`config.mk`:
```
export PLATFORM = sky130hd
export DESIGN_NAME = if_stage_top
export DESIGN_NICKNAME = d
export VERILOG_FILES = /design/src/hdl/if_pkg.sv /design/src/hdl/fetch_fifo.sv /design/src/hdl/fetch_requester.sv /design/src/hdl/if_id_register.sv /design/src/hdl/if_stage_top.sv
export SDC_FILE = /design/constraint.sdc
export NUM_CORES = 1
export LEC_CHECK = 0
export BUFFER_PORTS_ARGS = -buffer_cell sky130_fd_sc_hd__buf_2
export CAP_MARGIN = 20
export CORE_ASPECT_RATIO = 1.5
export CORE_MARGIN = 3
export CORE_UTILIZATION = 50
export DETAILED_ROUTE_END_ITERATION = 8
export PLACE_DENSITY = 0.8
export SKIP_LAST_GASP = 1
export SYNTH_ARGS = -nofsm -noshare
export SYNTH_HDL_FRONTEND = slang
export SYNTH_SLANG_ARGS = --single-unit
```
`constraint.sdc`:
```
create_clock -name clk_i -period 14.7 [get_ports clk_i]
set_clock_uncertainty 0.15 [all_clocks]
set_input_delay 0.735 -clock clk_i [delete_from_list [all_inputs] [get_ports clk_i]]
set_output_delay 0.735 -clock clk_i [all_outputs]
set_load 0.02 [all_outputs]
```
`src/hdl/if_pkg.sv`:
```
//////////////////////////////////////////////////
// shared types and constants of the fetch stage
// referenced with if_pkg:: scoped names by the
// requester, the prefetch FIFO and the IF-ID register
//////////////////////////////////////////////////

`default_nettype none

package if_pkg;

  //////////////////////////////////////////////////
  // widths with a meaning
  //////////////////////////////////////////////////

  // byte address on the fetch bus
  typedef logic [31:0] addr_t;

  // one 32-bit instruction word
  typedef logic [31:0] instr_t;

  // interrupt cause, picks the vector slot
  typedef logic [4:0] irq_cause_t;

  //////////////////////////////////////////////////
  // selectors
  //////////////////////////////////////////////////

  // source of the next PC on a redirect
  typedef enum logic [1:0] {
    pc_boot = 2'd0,
    pc_jump = 2'd1,
    pc_exc  = 2'd2,
    pc_eret = 2'd3
  } pc_sel_e;

  // kind of trap target
  typedef enum logic {
    exc_pc_exc = 1'b0,
    exc_pc_irq = 1'b1
  } exc_pc_sel_e;

  // low byte of the first fetch after boot
  localparam logic [7:0] BootOffset = 8'h80;

  // boot address and mtvec are aligned to 256 bytes
  localparam int unsigned VecAlignBits = 8;

  // every instruction is a full word
  localparam addr_t InstrBytes = 32'd4;

endpackage

`default_nettype wire

```
`src/hdl/fetch_fifo.sv`:
```
//////////////////////////////////////////////////
// prefetch FIFO between the bus master and decode
// holds address, word and bus error of each fetch
//////////////////////////////////////////////////

`timescale 1ns/100ps
`default_nettype none

module fetch_fifo #(
  parameter int unsigned FifoDepth = 3
) (
  input  wire                  clk_i,
  input  wire                  rst_ni,
  input  wire                  flush_i,
  input  wire                  push_i,
  input  wire if_pkg::addr_t   push_addr_i,
  input  wire if_pkg::instr_t  push_instr_i,
  input  wire                  push_err_i,
  input  wire                  pop_i,
  output logic                 space_o,
  output logic                 valid_o,
  output if_pkg::addr_t        addr_o,
  output if_pkg::instr_t       instr_o,
  output logic                 err_o
);

  localparam int unsigned PtrW = $clog2(FifoDepth);
  localparam int unsigned CntW = $clog2(FifoDepth + 1);

  if_pkg::addr_t   addr_mem  [FifoDepth];
  if_pkg::instr_t  instr_mem [FifoDepth];
  logic            err_mem   [FifoDepth];
  logic [PtrW-1:0] wr_ptr_q;
  logic [PtrW-1:0] rd_ptr_q;
  logic [CntW-1:0] count_q;
  logic            push_en;
  logic            pop_en;

  // pointers wrap at the depth, which need not be a power of two
  function automatic logic [PtrW-1:0] ptr_inc(input logic [PtrW-1:0] ptr);
    if (ptr == PtrW'(FifoDepth - 1)) begin
      return '0;
    end
    return ptr + 1'b1;
  endfunction

  // a flush wins over both push and pop
  assign push_en = push_i & space_o & ~flush_i;
  assign pop_en  = pop_i & valid_o & ~flush_i;

  //////////////////////////////////////////////////
  // pointers and occupancy
  //////////////////////////////////////////////////

  always_ff @(posedge clk_i or negedge rst_ni) begin
    if (!rst_ni) begin
      wr_ptr_q <= '0;
      rd_ptr_q <= '0;
      count_q  <= '0;
    end else if (flush_i) begin
      wr_ptr_q <= '0;
      rd_ptr_q <= '0;
      count_q  <= '0;
    end else begin
      if (push_en) begin
        wr_ptr_q <= ptr_inc(wr_ptr_q);
      end
      if (pop_en) begin
        rd_ptr_q <= ptr_inc(rd_ptr_q);
      end
      // count moves only when exactly one side fires
      if (push_en && !pop_en) begin
        count_q <= count_q + 1'b1;
      end else if (pop_en && !push_en) begin
        count_q <= count_q - 1'b1;
      end
    end
  end

  // entry storage
  always_ff @(posedge clk_i) begin
    if (push_en) begin
      addr_mem[wr_ptr_q]  <= push_addr_i;
      instr_mem[wr_ptr_q] <= push_instr_i;
      err_mem[wr_ptr_q]   <= push_err_i;
    end
  end

  assign space_o = (count_q != CntW'(FifoDepth));
  assign valid_o = (count_q != '0);

  // head entry
  assign addr_o  = addr_mem[rd_ptr_q];
  assign instr_o = instr_mem[rd_ptr_q];
  assign err_o   = err_mem[rd_ptr_q];

  // requester only starts a transfer with a free slot
  no_push_full_a : assert property (@(posedge clk_i) disable iff (!rst_ni)
    (push_i && !flush_i) |-> space_o);

  // decode side only pops a valid head
  no_pop_empty_a : assert property (@(posedge clk_i) disable iff (!rst_ni)
    pop_i |-> valid_o);

endmodule

`default_nettype wire

```
`src/hdl/fetch_requester.sv`:
```
//////////////////////////////////////////////////
// fetch producer: picks the next PC and reads words
// over a Wishbone classic master, one transfer in flight
// responses go into the prefetch FIFO as push beats
//////////////////////////////////////////////////

`timescale 1ns/100ps
`default_nettype none

module fetch_requester (
  input  wire                       clk_i,
  input  wire                       rst_ni,
  input  wire                       req_i,
  input  wire                       pc_set_i,
  input  wire if_pkg::pc_sel_e      pc_mux_i,
  input  wire if_pkg::addr_t        boot_addr_i,
  input  wire if_pkg::addr_t        branch_target_i,
  input  wire if_pkg::addr_t        csr_mepc_i,
  input  wire if_pkg::addr_t        csr_mtvec_i,
  input  wire if_pkg::exc_pc_sel_e  exc_pc_mux_i,
  input  wire if_pkg::irq_cause_t   irq_cause_i,
  input  wire if_pkg::instr_t       wb_dat_i,
  input  wire                       wb_ack_i,
  input  wire                       wb_err_i,
  input  wire                       space_i,
  output logic                      wb_cyc_o,
  output logic                      wb_stb_o,
  output logic                      wb_we_o,
  output if_pkg::addr_t             wb_adr_o,
  output logic                      push_o,
  output if_pkg::addr_t             push_addr_o,
  output if_pkg::instr_t            push_instr_o,
  output logic                      push_err_o,
  output logic                      csr_mtvec_init_o,
  output logic                      busy_o
);

  typedef enum logic {
    idle,
    wait_ack
  } bus_state_e;

  bus_state_e    state_q, state_d;
  if_pkg::addr_t exc_pc;
  if_pkg::addr_t target_pc;
  if_pkg::addr_t next_addr;
  if_pkg::addr_t fetch_addr_q;
  if_pkg::addr_t wb_adr_q;
  logic          pc_valid_q;
  logic          discard_q;
  logic          resp;
  logic          start;

  //////////////////////////////////////////////////
  // PC selection
  //////////////////////////////////////////////////

  // trap target, interrupts land in a 4-byte slot per cause
  always_comb begin
    unique case (exc_pc_mux_i)
      if_pkg::exc_pc_irq: begin
        exc_pc = {csr_mtvec_i[31:if_pkg::VecAlignBits], 1'b0, irq_cause_i, 2'b00};
      end
      default: begin
        exc_pc = {csr_mtvec_i[31:if_pkg::VecAlignBits], {if_pkg::VecAlignBits{1'b0}}};
      end
    endcase
  end

  // redirect target
  always_comb begin
    unique case (pc_mux_i)
      if_pkg::pc_jump: target_pc = branch_target_i;
      if_pkg::pc_exc:  target_pc = exc_pc;
      if_pkg::pc_eret: target_pc = csr_mepc_i;
      default:         target_pc = {boot_addr_i[31:if_pkg::VecAlignBits], if_pkg::BootOffset};
    endcase
  end

  // mtvec gets its reset value on the boot redirect
  assign csr_mtvec_init_o = pc_set_i & (pc_mux_i == if_pkg::pc_boot);

  // a redirect in the same cycle goes straight onto the bus
  assign next_addr = pc_set_i ? target_pc : fetch_addr_q;

  //////////////////////////////////////////////////
  // bus FSM
  //////////////////////////////////////////////////

  assign resp = (state_q == wait_ack) & (wb_ack_i | wb_err_i);

  // nothing is fetched before the first redirect;
  // a redirect flushes the FIFO, so a slot is free at the next edge
  assign start = (state_q == idle) & req_i & (space_i | pc_set_i) & (pc_valid_q | pc_set_i);

  always_comb begin
    state_d = state_q;
    unique case (state_q)
      idle: begin
        if (start) begin
          state_d = wait_ack;
        end
      end
      wait_ack: begin
        // cyc drops for at least one edge after the response
        if (wb_ack_i | wb_err_i) begin
          state_d = idle;
        end
      end
      default: begin
        state_d = idle;
      end
    endcase
  end

  always_ff @(posedge clk_i or negedge rst_ni) begin
    if (!rst_ni) begin
      state_q    <= idle;
      pc_valid_q <= 1'b0;
      discard_q  <= 1'b0;
    end else begin
      state_q    <= state_d;
      pc_valid_q <= pc_valid_q | pc_set_i;
      // transfer in flight went stale, drop its response
      if (resp) begin
        discard_q <= 1'b0;
      end else if ((state_q == wait_ack) && pc_set_i) begin
        discard_q <= 1'b1;
      end
    end
  end

  // fetch address advances only on a response that is kept
  always_ff @(posedge clk_i) begin
    if (pc_set_i) begin
      fetch_addr_q <= target_pc;
    end else if (push_o) begin
      fetch_addr_q <= wb_adr_q + if_pkg::InstrBytes;
    end
    if (start) begin
      wb_adr_q <= next_addr;
    end
  end

  assign wb_cyc_o = (state_q == wait_ack);
  assign wb_stb_o = (state_q == wait_ack);
  assign wb_we_o  = 1'b0;
  assign wb_adr_o = wb_adr_q;

  // response beat toward the FIFO
  assign push_o       = resp & ~discard_q & ~pc_set_i;
  assign push_addr_o  = wb_adr_q;
  assign push_instr_o = wb_dat_i;
  assign push_err_o   = wb_err_i;

  assign busy_o = (state_q == wait_ack);

  // redirect targets must keep the bus word aligned
  wb_adr_aligned_a : assert property (@(posedge clk_i) disable iff (!rst_ni)
    wb_stb_o |-> (wb_adr_o[1:0] == 2'b00));

  // slave answers with one of ack or err, never both
  wb_ack_err_a : assert property (@(posedge clk_i) disable iff (!rst_ni)
    !(wb_ack_i && wb_err_i));

endmodule

`default_nettype wire

```
`src/hdl/if_id_register.sv`:
```
//////////////////////////////////////////////////
// IF-ID pipeline register toward decode
// pops the FIFO head when decode is ready and holds it
//////////////////////////////////////////////////

`timescale 1ns/100ps
`default_nettype none

module if_id_register (
  input  wire                  clk_i,
  input  wire                  rst_ni,
  input  wire                  squash_i,
  input  wire                  id_in_ready_i,
  input  wire                  instr_valid_clear_i,
  input  wire                  valid_i,
  input  wire if_pkg::addr_t   addr_i,
  input  wire if_pkg::instr_t  instr_i,
  input  wire                  err_i,
  output logic                 pop_o,
  output logic                 instr_valid_id_o,
  output logic                 instr_new_id_o,
  output if_pkg::instr_t       instr_rdata_id_o,
  output if_pkg::addr_t        pc_id_o,
  output logic                 instr_fetch_err_o
);

  logic instr_valid_d;
  logic instr_valid_q;
  logic instr_new_q;

  // head moves into the register whenever decode can take it
  assign pop_o = valid_i & id_in_ready_i;

  //////////////////////////////////////////////////
  // valid and new flags
  //////////////////////////////////////////////////

  // a redirect squashes the word arriving with it;
  // an older valid stays until decode clears it
  assign instr_valid_d = (pop_o & ~squash_i) | (instr_valid_q & ~instr_valid_clear_i);

  always_ff @(posedge clk_i or negedge rst_ni) begin
    if (!rst_ni) begin
      instr_valid_q <= 1'b0;
      instr_new_q   <= 1'b0;
    end else begin
      instr_valid_q <= instr_valid_d;
      // one cycle pulse per arrival
      instr_new_q   <= pop_o;
    end
  end

  assign instr_valid_id_o = instr_valid_q;
  assign instr_new_id_o   = instr_new_q;

  //////////////////////////////////////////////////
  // payload
  //////////////////////////////////////////////////

  // frozen while decode stalls
  always_ff @(posedge clk_i) begin
    if (pop_o) begin
      instr_rdata_id_o  <= instr_i;
      pc_id_o           <= addr_i;
      instr_fetch_err_o <= err_i;
    end
  end

endmodule

`default_nettype wire

```
`src/hdl/if_stage_top.sv`:
```
//////////////////////////////////////////////////
// instruction fetch stage top level
// requester -> prefetch FIFO -> IF-ID register
//////////////////////////////////////////////////

`timescale 1ns/100ps
`default_nettype none

module if_stage_top #(
  parameter int unsigned FifoDepth = 3
) (
  input  wire                       clk_i,
  input  wire                       rst_ni,
  input  wire if_pkg::addr_t        boot_addr_i,
  input  wire                       req_i,
  // redirect
  input  wire                       pc_set_i,
  input  wire if_pkg::pc_sel_e      pc_mux_i,
  input  wire if_pkg::addr_t        branch_target_i,
  input  wire if_pkg::addr_t        csr_mepc_i,
  input  wire if_pkg::addr_t        csr_mtvec_i,
  input  wire if_pkg::exc_pc_sel_e  exc_pc_mux_i,
  input  wire if_pkg::irq_cause_t   irq_cause_i,
  // decode handshake
  input  wire                       id_in_ready_i,
  input  wire                       instr_valid_clear_i,
  // Wishbone classic master
  output logic                      wb_cyc_o,
  output logic                      wb_stb_o,
  output logic                      wb_we_o,
  output if_pkg::addr_t             wb_adr_o,
  input  wire if_pkg::instr_t       wb_dat_i,
  input  wire                       wb_ack_i,
  input  wire                       wb_err_i,
  // toward decode
  output logic                      instr_valid_id_o,
  output logic                      instr_new_id_o,
  output if_pkg::instr_t            instr_rdata_id_o,
  output if_pkg::addr_t             pc_id_o,
  output logic                      instr_fetch_err_o,
  // status
  output logic                      csr_mtvec_init_o,
  output logic                      if_busy_o
);

  // requester to FIFO
  logic           push;
  if_pkg::addr_t  push_addr;
  if_pkg::instr_t push_instr;
  logic           push_err;
  logic           space;
  // FIFO to IF-ID register
  logic           fifo_valid;
  if_pkg::addr_t  fifo_addr;
  if_pkg::instr_t fifo_instr;
  logic           fifo_err;
  logic           pop;

  fetch_requester i_requester (
    .clk_i            (clk_i),
    .rst_ni           (rst_ni),
    .req_i            (req_i),
    .pc_set_i         (pc_set_i),
    .pc_mux_i         (pc_mux_i),
    .boot_addr_i      (boot_addr_i),
    .branch_target_i  (branch_target_i),
    .csr_mepc_i       (csr_mepc_i),
    .csr_mtvec_i      (csr_mtvec_i),
    .exc_pc_mux_i     (exc_pc_mux_i),
    .irq_cause_i      (irq_cause_i),
    .wb_dat_i         (wb_dat_i),
    .wb_ack_i         (wb_ack_i),
    .wb_err_i         (wb_err_i),
    .space_i          (space),
    .wb_cyc_o         (wb_cyc_o),
    .wb_stb_o         (wb_stb_o),
    .wb_we_o          (wb_we_o),
    .wb_adr_o         (wb_adr_o),
    .push_o           (push),
    .push_addr_o      (push_addr),
    .push_instr_o     (push_instr),
    .push_err_o       (push_err),
    .csr_mtvec_init_o (csr_mtvec_init_o),
    .busy_o           (if_busy_o)
  );

  // a redirect also empties the prefetch buffer
  fetch_fifo #(
    .FifoDepth (FifoDepth)
  ) i_fifo (
    .clk_i        (clk_i),
    .rst_ni       (rst_ni),
    .flush_i      (pc_set_i),
    .push_i       (push),
    .push_addr_i  (push_addr),
    .push_instr_i (push_instr),
    .push_err_i   (push_err),
    .pop_i        (pop),
    .space_o      (space),
    .valid_o      (fifo_valid),
    .addr_o       (fifo_addr),
    .instr_o      (fifo_instr),
    .err_o        (fifo_err)
  );

  if_id_register i_if_id (
    .clk_i               (clk_i),
    .rst_ni              (rst_ni),
    .squash_i            (pc_set_i),
    .id_in_ready_i       (id_in_ready_i),
    .instr_valid_clear_i (instr_valid_clear_i),
    .valid_i             (fifo_valid),
    .addr_i              (fifo_addr),
    .instr_i             (fifo_instr),
    .err_i               (fifo_err),
    .pop_o               (pop),
    .instr_valid_id_o    (instr_valid_id_o),
    .instr_new_id_o      (instr_new_id_o),
    .instr_rdata_id_o    (instr_rdata_id_o),
    .pc_id_o             (pc_id_o),
    .instr_fetch_err_o   (instr_fetch_err_o)
  );

  // boot target and mtvec reset value both assume 256-byte alignment
  boot_addr_aligned_a : assert property (@(posedge clk_i) disable iff (!rst_ni)
    boot_addr_i[if_pkg::VecAlignBits-1:0] == '0);

endmodule

`default_nettype wire

```
==> results.json, run 1 <==
{
  "cpPeakStageDelay_ps": 970,
  "grt_max_degree": 87,
  "core-area_sq_um": 26760,
  "synth.largest_area_cell": "edfxtp_1",
  "synth_nets": 1084,
  "diodes": 0,
  "syn_avg_cell_area_sq_um": 15.10,
  "area_growth_syn_to_layout_pct": 19.35,
  "worst_pin_slew_ps": 1012,
  "cts_tree": "yes",
  "via_per_inst": 5.491,
  "min_period_ps": 2786,
  "netlist_area_sq_um": 13700,
  "synth-seq-cells": 335,
  "slew_headroom": 0.3254,
  "postCtsSetupRepairBufs": 0,
  "finalWorstSetupSlack_ps": 11910,
  "track_usage": 0.1904,
  "ant_nets": 0,
  "vias": 8358,
  "p_per_area_nw_per_um2": 135.0,
  "vdd_drop_max_uv": 95.53,
  "min_path_type": "in2reg",
  "numPortBuffers": 262,
  "die_height_microns": 208.7,
  "hold_start": "instr_valid_clear_i",
  "reg2regPathDepth": 3,
  "cts_resized": 0,
  "seq_area_frac_synth": 0.7303,
  "grt_overflow": 0,
  "place_ws_ps": 11500,
  "critPathMaxFanout": 65,
  "whs_path_depth": 2,
  "fin_total_pwr_mw": 2.207,
  "min_to": "i_if_id.instr_valid_id_o$_DFF_PN0_",
  "antenna_found_initial": 0,
  "grt_setup_unrepaired": "false",
  "crit_slowest_cell": "and3_4",
  "drive_above_1_share": 0.3105,
  "fin_nets": 1338,
  "tns_ps": 0,
  "synth_cell_types": 55,
  "clkSinkCount": 335,
  "area.sequential_sq_um": 10010,
  "initial_core_util": 0.5119,
  "synth_top_cell_area_share": 0.7102,
  "drt_pre_antenna_iters": 5,
  "fp.dieW_microns": 141.2,
  "clkLatencyLatePin_ps": 550,
  "cts_buffers": 30,
  "drt_iter0_drc": 453,
  "yosys_warnings": 0,
  "synthArstFlopShare": 0.03284,
  "r2r-end": "i_fifo.instr_mem[1][14]$_DFFE_PP_",
  "holdBufCountCts": 1,
  "std_cell_rows": 73,
  "route.detailed.drc": 0,
  "gp_congestion": 0.9263,
  "path_class": "reg2reg",
  "cp_cell_sequence": "o21ai_0 > nor3b_2 > and3_4",
  "cts_buffer_depth": 3,
  "p_leak_nw": 5.805,
  "crit_path_start_kind": "flop",
  "setup_viol": 0,
  "synth_cells": 907,
  "final_core_util": 0.6110,
  "routedWlPerCell_microns": 18.66,
  "synth_edf_count": 324,
  "yosys-top-cells-area": "edfxtp_1, mux2i_1, mux4_2, o21ai_0, nand2_1",
  "grt_pass1_wl_microns": 44440,
  "r2r_slack_ps": 11910,
  "cap_viol_max_count": 0,
  "cp-end-kind": "flop",
  "hold_viol": 0,
  "cts.clk_slew.worst_paths_ps": 60,
  "htree_levels": 1,
  "holdWs_ps": 225.7,
  "final.period_utilization": 0.1895,
  "fmax_ghz": 0.3590,
  "outcome": "completed",
  "fillers": 1989,
  "critPathRequiredTime_ps": 14710,
  "ioPinCount": 280,
  "grt_pass1_vias": 8354,
  "die_area_sq_um": 29460,
  "reg2reg_from": "i_requester.busy_o$_DFF_PN0_",
  "synth_flop_cell": "edfxtp_1",
  "multiInputGateArea_sq_um": 3378,
  "drt_wl_total_microns": 28400,
  "drv_slew": 0,
  "place_hpwl_microns": 18440,
  "worst_ep_arrival_time_ps": 2790,
  "cts_root_buf": "clkbuf_16"
}
[cells in the mapped netlist (all sizes together) (3+ instances only)]
cell type / instances
inv: 37
nand4: 15
nor2: 32
mux2i: 67
nor2b: 4
and3: 6
mux2: 7
mux4: 24
a211o: 4
nand2: 99
buf: 19
and4: 3
o211ai: 4
nor4: 5
xnor2: 7
a21o: 3
clkbuf: 32
nor3: 9
nand3: 31
and2: 3
a31oi: 3
or4: 3
o21ai: 106
a22o: 4
xor2: 6
edfxtp: 324
dfrtp: 11
a21oi: 16
a311o: 3
[flip-flops by register name (all words and copies together) (netlist names)]
signal and flops:
i_fifo.addr_mem 96, i_fifo.count_q 2, i_fifo.err_mem 3, i_fifo.instr_mem 96
i_fifo.rd_ptr_q 2, i_fifo.wr_ptr_q 2, i_if_id.instr_fetch_err_o 1, i_if_id.instr_new_id_o 1
i_if_id.instr_rdata_id_o 32, i_if_id.instr_valid_id_o 1, i_if_id.pc_id_o 32, i_requester.busy_o 1
i_requester.discard_q 1, i_requester.fetch_addr_q 32, i_requester.pc_valid_q 1, i_requester.push_addr_o 32
[where the power goes]
group,switching (mW),internal [mW],leakage [nW]
combinational,0.158,0.0988,2.21
clock,0.335,0.441,0.469
sequential,0.0416,1.13,3.12
[worst max-delay path, delay by kind of cell (launching register included)]
kind	cells	cell delay (ps)
AO/OA/AOI/OAI	1	260
AND/OR/NAND/NOR	2	1500
flip-flops	1	460
[cell families after synthesis]
logic type | Yosys count | share of synthesized area
compound gates | 154 | 0.06357
xor+xnor | 13 | 0.008311
fa+ha+maj | 1 | 0.0009132
buf+inv | 88 | 0.02612
flops | 335 | 0.7303
mux | 98 | 0.09416
other cells | 1 | 0.0002737
simple gates | 217 | 0.07636
[layer usage]
layer,track usage,share of wire,up-vias
li1,-,-,3948
met5,0,0,-
met4,0.08826,0.047,0
met3,0.02427,0.057,68
met1,0.2359,0.38,4036
met2,0.3312,0.52,306
[metrics by stage]
step / cell area [sq um] / std cells
6_report: 16350 / 1522
3_5_place_dp: 15330 / 1464
2_1_floorplan: 13700 / 907
4_1_cts: 16330 / 1521
3_3_place_gp: 15330 / 1464
5_1_grt: 16350 / 1522
[cell usage in the layout (no fill, tap or decap), types with 3 or more instances in the layout]
cell type | netlist | final
nand3_1 | 29 | 29
bufinv_16 | 0 | 3
a22o_1 | 4 | 4
xor2_1 | 6 | 6
nor3_1 | 9 | 9
nand2_1 | 99 | 99
a21oi_1 | 16 | 16
buf_2 | 6 | 262
nor4_1 | 3 | 3
nand4_1 | 14 | 14
dfrtp_1 | 11 | 9
xnor2_1 | 7 | 7
mux2_2 | 7 | 7
o21ai_0 | 105 | 104
and4_1 | 3 | 3
clkinvlp_4 | 0 | 5
a31oi_1 | 3 | 3
a311o_1 | 3 | 3
o211ai_1 | 4 | 4
mux4_2 | 24 | 24
clkinv_1 | 0 | 4
mux2i_1 | 67 | 67
inv_1 | 37 | 36
clkinv_2 | 0 | 5
nor2_1 | 32 | 32
and3_1 | 6 | 4
edfxtp_1 | 324 | 324
buf_4 | 3 | 9
and2_1 | 3 | 3
a211o_1 | 4 | 4
clkbuf_16 | 0 | 31
clkbuf_1 | 31 | 6
a21o_1 | 3 | 3
nor2b_1 | 4 | 4
[area by class of cell]
type,instances,area share
clock buffers,37,0.04882
well taps,337,0.02579
flip-flops and latches,335,0.6123
repair buffers,273,0.08616
multi-input cells,484,0.2066
inverters,37,0.008494
clock inverters,19,0.01178
[worst max path at each step]
stage                                       startpoint                                end  slack, ps  depth (start not counted)
after floorplan                               wb_err_i    i_fifo.addr_mem[2][0]$_DFFE_PP_       6420                          3
after CTS                 i_requester.busy_o$_DFF_PN0_  i_fifo.instr_mem[1][14]$_DFFE_PP_      11870                          3
after detailed placement                      wb_err_i  i_fifo.instr_mem[1][27]$_DFFE_PP_      11500                          4
final                     i_requester.busy_o$_DFF_PN0_  i_fifo.instr_mem[1][14]$_DFFE_PP_      11910                          3
after global routing      i_requester.busy_o$_DFF_PN0_  i_fifo.instr_mem[1][28]$_DFFE_PP_      11700                          3
after global placement                        wb_err_i  i_fifo.instr_mem[1][27]$_DFFE_PP_      11530                          4
No activity file was read; power rests on OpenSTA's default activity.
==> inputs of run 2 (changes only) <==
Settings changed: ABC_AREA set to 1, PLACE_DENSITY 0.8 to 0.83.
Clock period 14.7 ns to 2.24 ns, I/O delays scaled along.
==> run 2 against run 1 <==
Sequential power increased to 7.0 times the previous value. Worst setup slack got worse by 12000 ps. Core utilization increased by 4.0 points. Clock-buffer cell count decreased by 5. Area after synthesis increased by 1.3%. Clock power increased to 6.6 times the previous value. Flip-flop and latch count unchanged. Sequential share of layout area decreased by 5.0 points. Hold slack got worse by 66 ps. Critical path type unchanged. Critical endpoint is now i_requester.busy_o$_DFF_PN0_. Largest power group unchanged.
==> results.json, run 2 <==
{
  "combPwrFrac": 0.208,
  "seq_area_frac_synth": 0.7213,
  "path_buf_inv": 3,
  "cts_root_buf": "clkbuf_16",
  "routedWlPerCell_microns": 17.92,
  "antenna_found_initial": 0,
  "place_ws_ps": 330.3,
  "swShare": 0.2866,
  "fillers": 1961,
  "finalWorstSetupSlack_ps": 120.9,
  "final.period_utilization": 0.9460,
  "synth_cells": 1206,
  "yosys-top-cells-area": "edfxtp_1, nand2_1, nand3_1, dfrtp_1, nor2_1",
  "synth_edf_count": 324,
  "area_growth_syn_to_layout_pct": 28.26,
  "p_leak_nw": 7.121,
  "drt_wl_total_microns": 34750,
  "yosys_warnings": 0,
  "cp_common_cell": "dlygate4sd3_1",
  "setup_viol": 0,
  "initial_core_util": 0.5078,
  "critPathMaxFanout": 6,
  "grt_overflow": 0,
  "die_height_microns": 210.0,
  "fmax_ghz": 0.4719,
  "drt_iter0_drc": 740,
  "postCtsSetupRepairBufs": 0,
  "p_int_mw": 12.05,
  "drive_above_1_share": 0.2299,
  "worst_pin_slew_ps": 720.9,
  "outcome": "completed",
  "cts.clk_slew.worst_paths_ps": 60,
  "synth_nets": 1383,
  "die_area_sq_um": 29820,
  "via_per_inst": 5.357,
  "cts_tree": "yes",
  "clkLatencyLatePin_ps": 550,
  "cts_buffers": 29,
  "cts_buffer_depth": 3,
  "p_sw_mw": 4.844,
  "min_path_type": "in2reg",
  "synth_common_cells": "nand2_1, edfxtp_1, nand3_1",
  "syn_avg_cell_area_sq_um": 11.50,
  "path_class": "reg2reg",
  "cap_viol_max_count": 0,
  "seq_power_share": 0.490,
  "core-area_sq_um": 27310,
  "cp-end-kind": "flop",
  "hold_viol": 0,
  "place_hpwl_microns": 22450,
  "ioPinCount": 280,
  "grt_pass1_wl_microns": 55040,
  "yosysMostFrequentCell": "nand2_1",
  "place_inst": 1779,
  "track_usage": 0.2316,
  "slew_headroom": 0.5189,
  "synth-seq-cells": 335,
  "route.detailed.drc": 0,
  "grt_max_degree": 68,
  "numPortBuffers": 262,
  "crit_path_start_kind": "flop",
  "power.share.clock": 0.302,
  "drv_slew": 0,
  "path_delay_family": "buffers and inverters",
  "netlist_area_sq_um": 13870,
  "vias": 10390,
  "synthArstFlopShare": 0.03284,
  "drt_pre_antenna_iters": 5,
  "fin_total_pwr_mw": 16.90,
  "ant_nets": 0,
  "p_per_area_nw_per_um2": 949.8,
  "gp_congestion": 0.9415,
  "critPathRequiredTime_ps": 2560,
  "final_core_util": 0.6514,
  "clkSinkCount": 335,
  "worst_ep_arrival_time_ps": 2440,
  "fp.dieW_microns": 142.0,
  "htree_levels": 1,
  "synth.largest_area_cell": "edfxtp_1",
  "fin_nets": 1753,
  "mostFrequentLayoutCells": "nand2_1, edfxtp_1, buf_2",
  "vdd_drop_max_uv": 563.8,
  "synth_top_cell_area_share": 0.7014,
  "synth_flop_cell": "edfxtp_1",
  "crit_slowest_cell": "dlygate4sd3_1",
  "grt_pass1_vias": 10640,
  "min_period_ps": 2119,
  "stdcell_count": 1939,
  "std_cell_rows": 74,
  "cpPeakStageDelay_ps": 580,
  "grt_setup_unrepaired": "false",
  "layout_commonest_cell": "nand2_1",
  "cp_cell_sequence": "inv_2 > nand3_1 > dlygate4sd3_1 > o22ai_1 > dlygate4sd3_1",
  "cts_resized": 0,
  "synth_cell_types": 32,
  "reg_top3": "i_fifo.addr_mem: 96 flops, i_fifo.instr_mem: 96 flops"
}
-- run 2: cell types whose count changed after synthesis, moves of 13 or more --
cell	before	now
nand3b_1	0	13
mux2i_1	67	0
nand3_1	29	201
o21ai_0	105	14
mux4_2	24	0
buf_2	6	20
nand2_1	99	424
nor2_1	32	52
-- run 2: power groups by stage --
stage | Combinational, mW | Clock, mW | Sequential, mW
5_1_grt | 3.86 | 5.43 | 8.36
4_1_cts | 3.52 | 5.17 | 8.29
2_1_floorplan | 1.49 | 0 | 8.90
6_report | 3.51 | 5.10 | 8.29
3_3_place_gp | 3.22 | 0 | 8.38
3_5_place_dp | 3.32 | 0 | 8.42
-- run 2: repair_timing --
item	4_1_cts	5_1_grt
endpoints found under the hold margin	183	0
setup endpoints to repair	0	0
hold buffers	108	0
-- run 2: per-stage QoR --
step | TNS, ps | hold WS [ps] | area, sq um
after floorplan | -30880 | -333.6 | 13910
after global placement | 0 | -150.8 | 15750
after detailed placement | 0 | -144.2 | 15750
after CTS | 0 | 135.0 | 17790
after global routing | 0 | 151.9 | 17790
final | 0 | 159.8 | 17790
-- run 2: per-layer routing --
metal | global-route usage | share of wire | vias up
li1 | - | - | 4962
met2 | 0.4228 | 0.53 | 414
met5 | 0 | 0 | -
met4 | 0.09636 | 0.038 | 0
met3 | 0.03654 | 0.062 | 81
met1 | 0.2686 | 0.37 | 4931
-- run 2: logic make-up after synthesis --
logic type	after synthesis	share of synthesized area
xor gates and xnor gates	9	0.005683
AOI/OAI and AO/OA	34	0.01461
buffers and inverters	94	0.02805
other	1	0.0002704
and+or+nand+nor	732	0.2292
DFF	335	0.7213
adders and majority gates	1	0.0009019
-- run 2: worst paths after layout --
kind	from	endpoint	slack, ps	cells past startpoint
min reg2reg	i_requester.pc_valid_q$_DFF_PN0_	i_requester.pc_valid_q$_DFF_PN0_	320	2
max	i_requester.busy_o$_DFF_PN0_	i_requester.busy_o$_DFF_PN0_	120	5
min	wb_dat_i[22]	i_fifo.instr_mem[1][22]$_DFFE_PP_	160	2
max reg2reg	i_requester.busy_o$_DFF_PN0_	i_requester.busy_o$_DFF_PN0_	120	5
max in group asynchronous	rst_ni	i_fifo.rd_ptr_q[0]$_DFFE_PN0P_	1070	3
min in group asynchronous	rst_ni	i_requester.pc_valid_q$_DFF_PN0_	470	3
-- run 2: final cells by class --
type | count | area, sq um | area share
sequential | 335 | 10010 | 0.5626
multi-input combinational | 777 | 3515 | 0.1976
timing repair buffer | 398 | 2740 | 0.1540
clock buffer | 32 | 737.0 | 0.04142
tap | 342 | 427.9 | 0.02405
clock inverter | 19 | 222.7 | 0.01252
inverter | 35 | 137.6 | 0.007736
antenna | 1 | 2.502 | 0.0001407
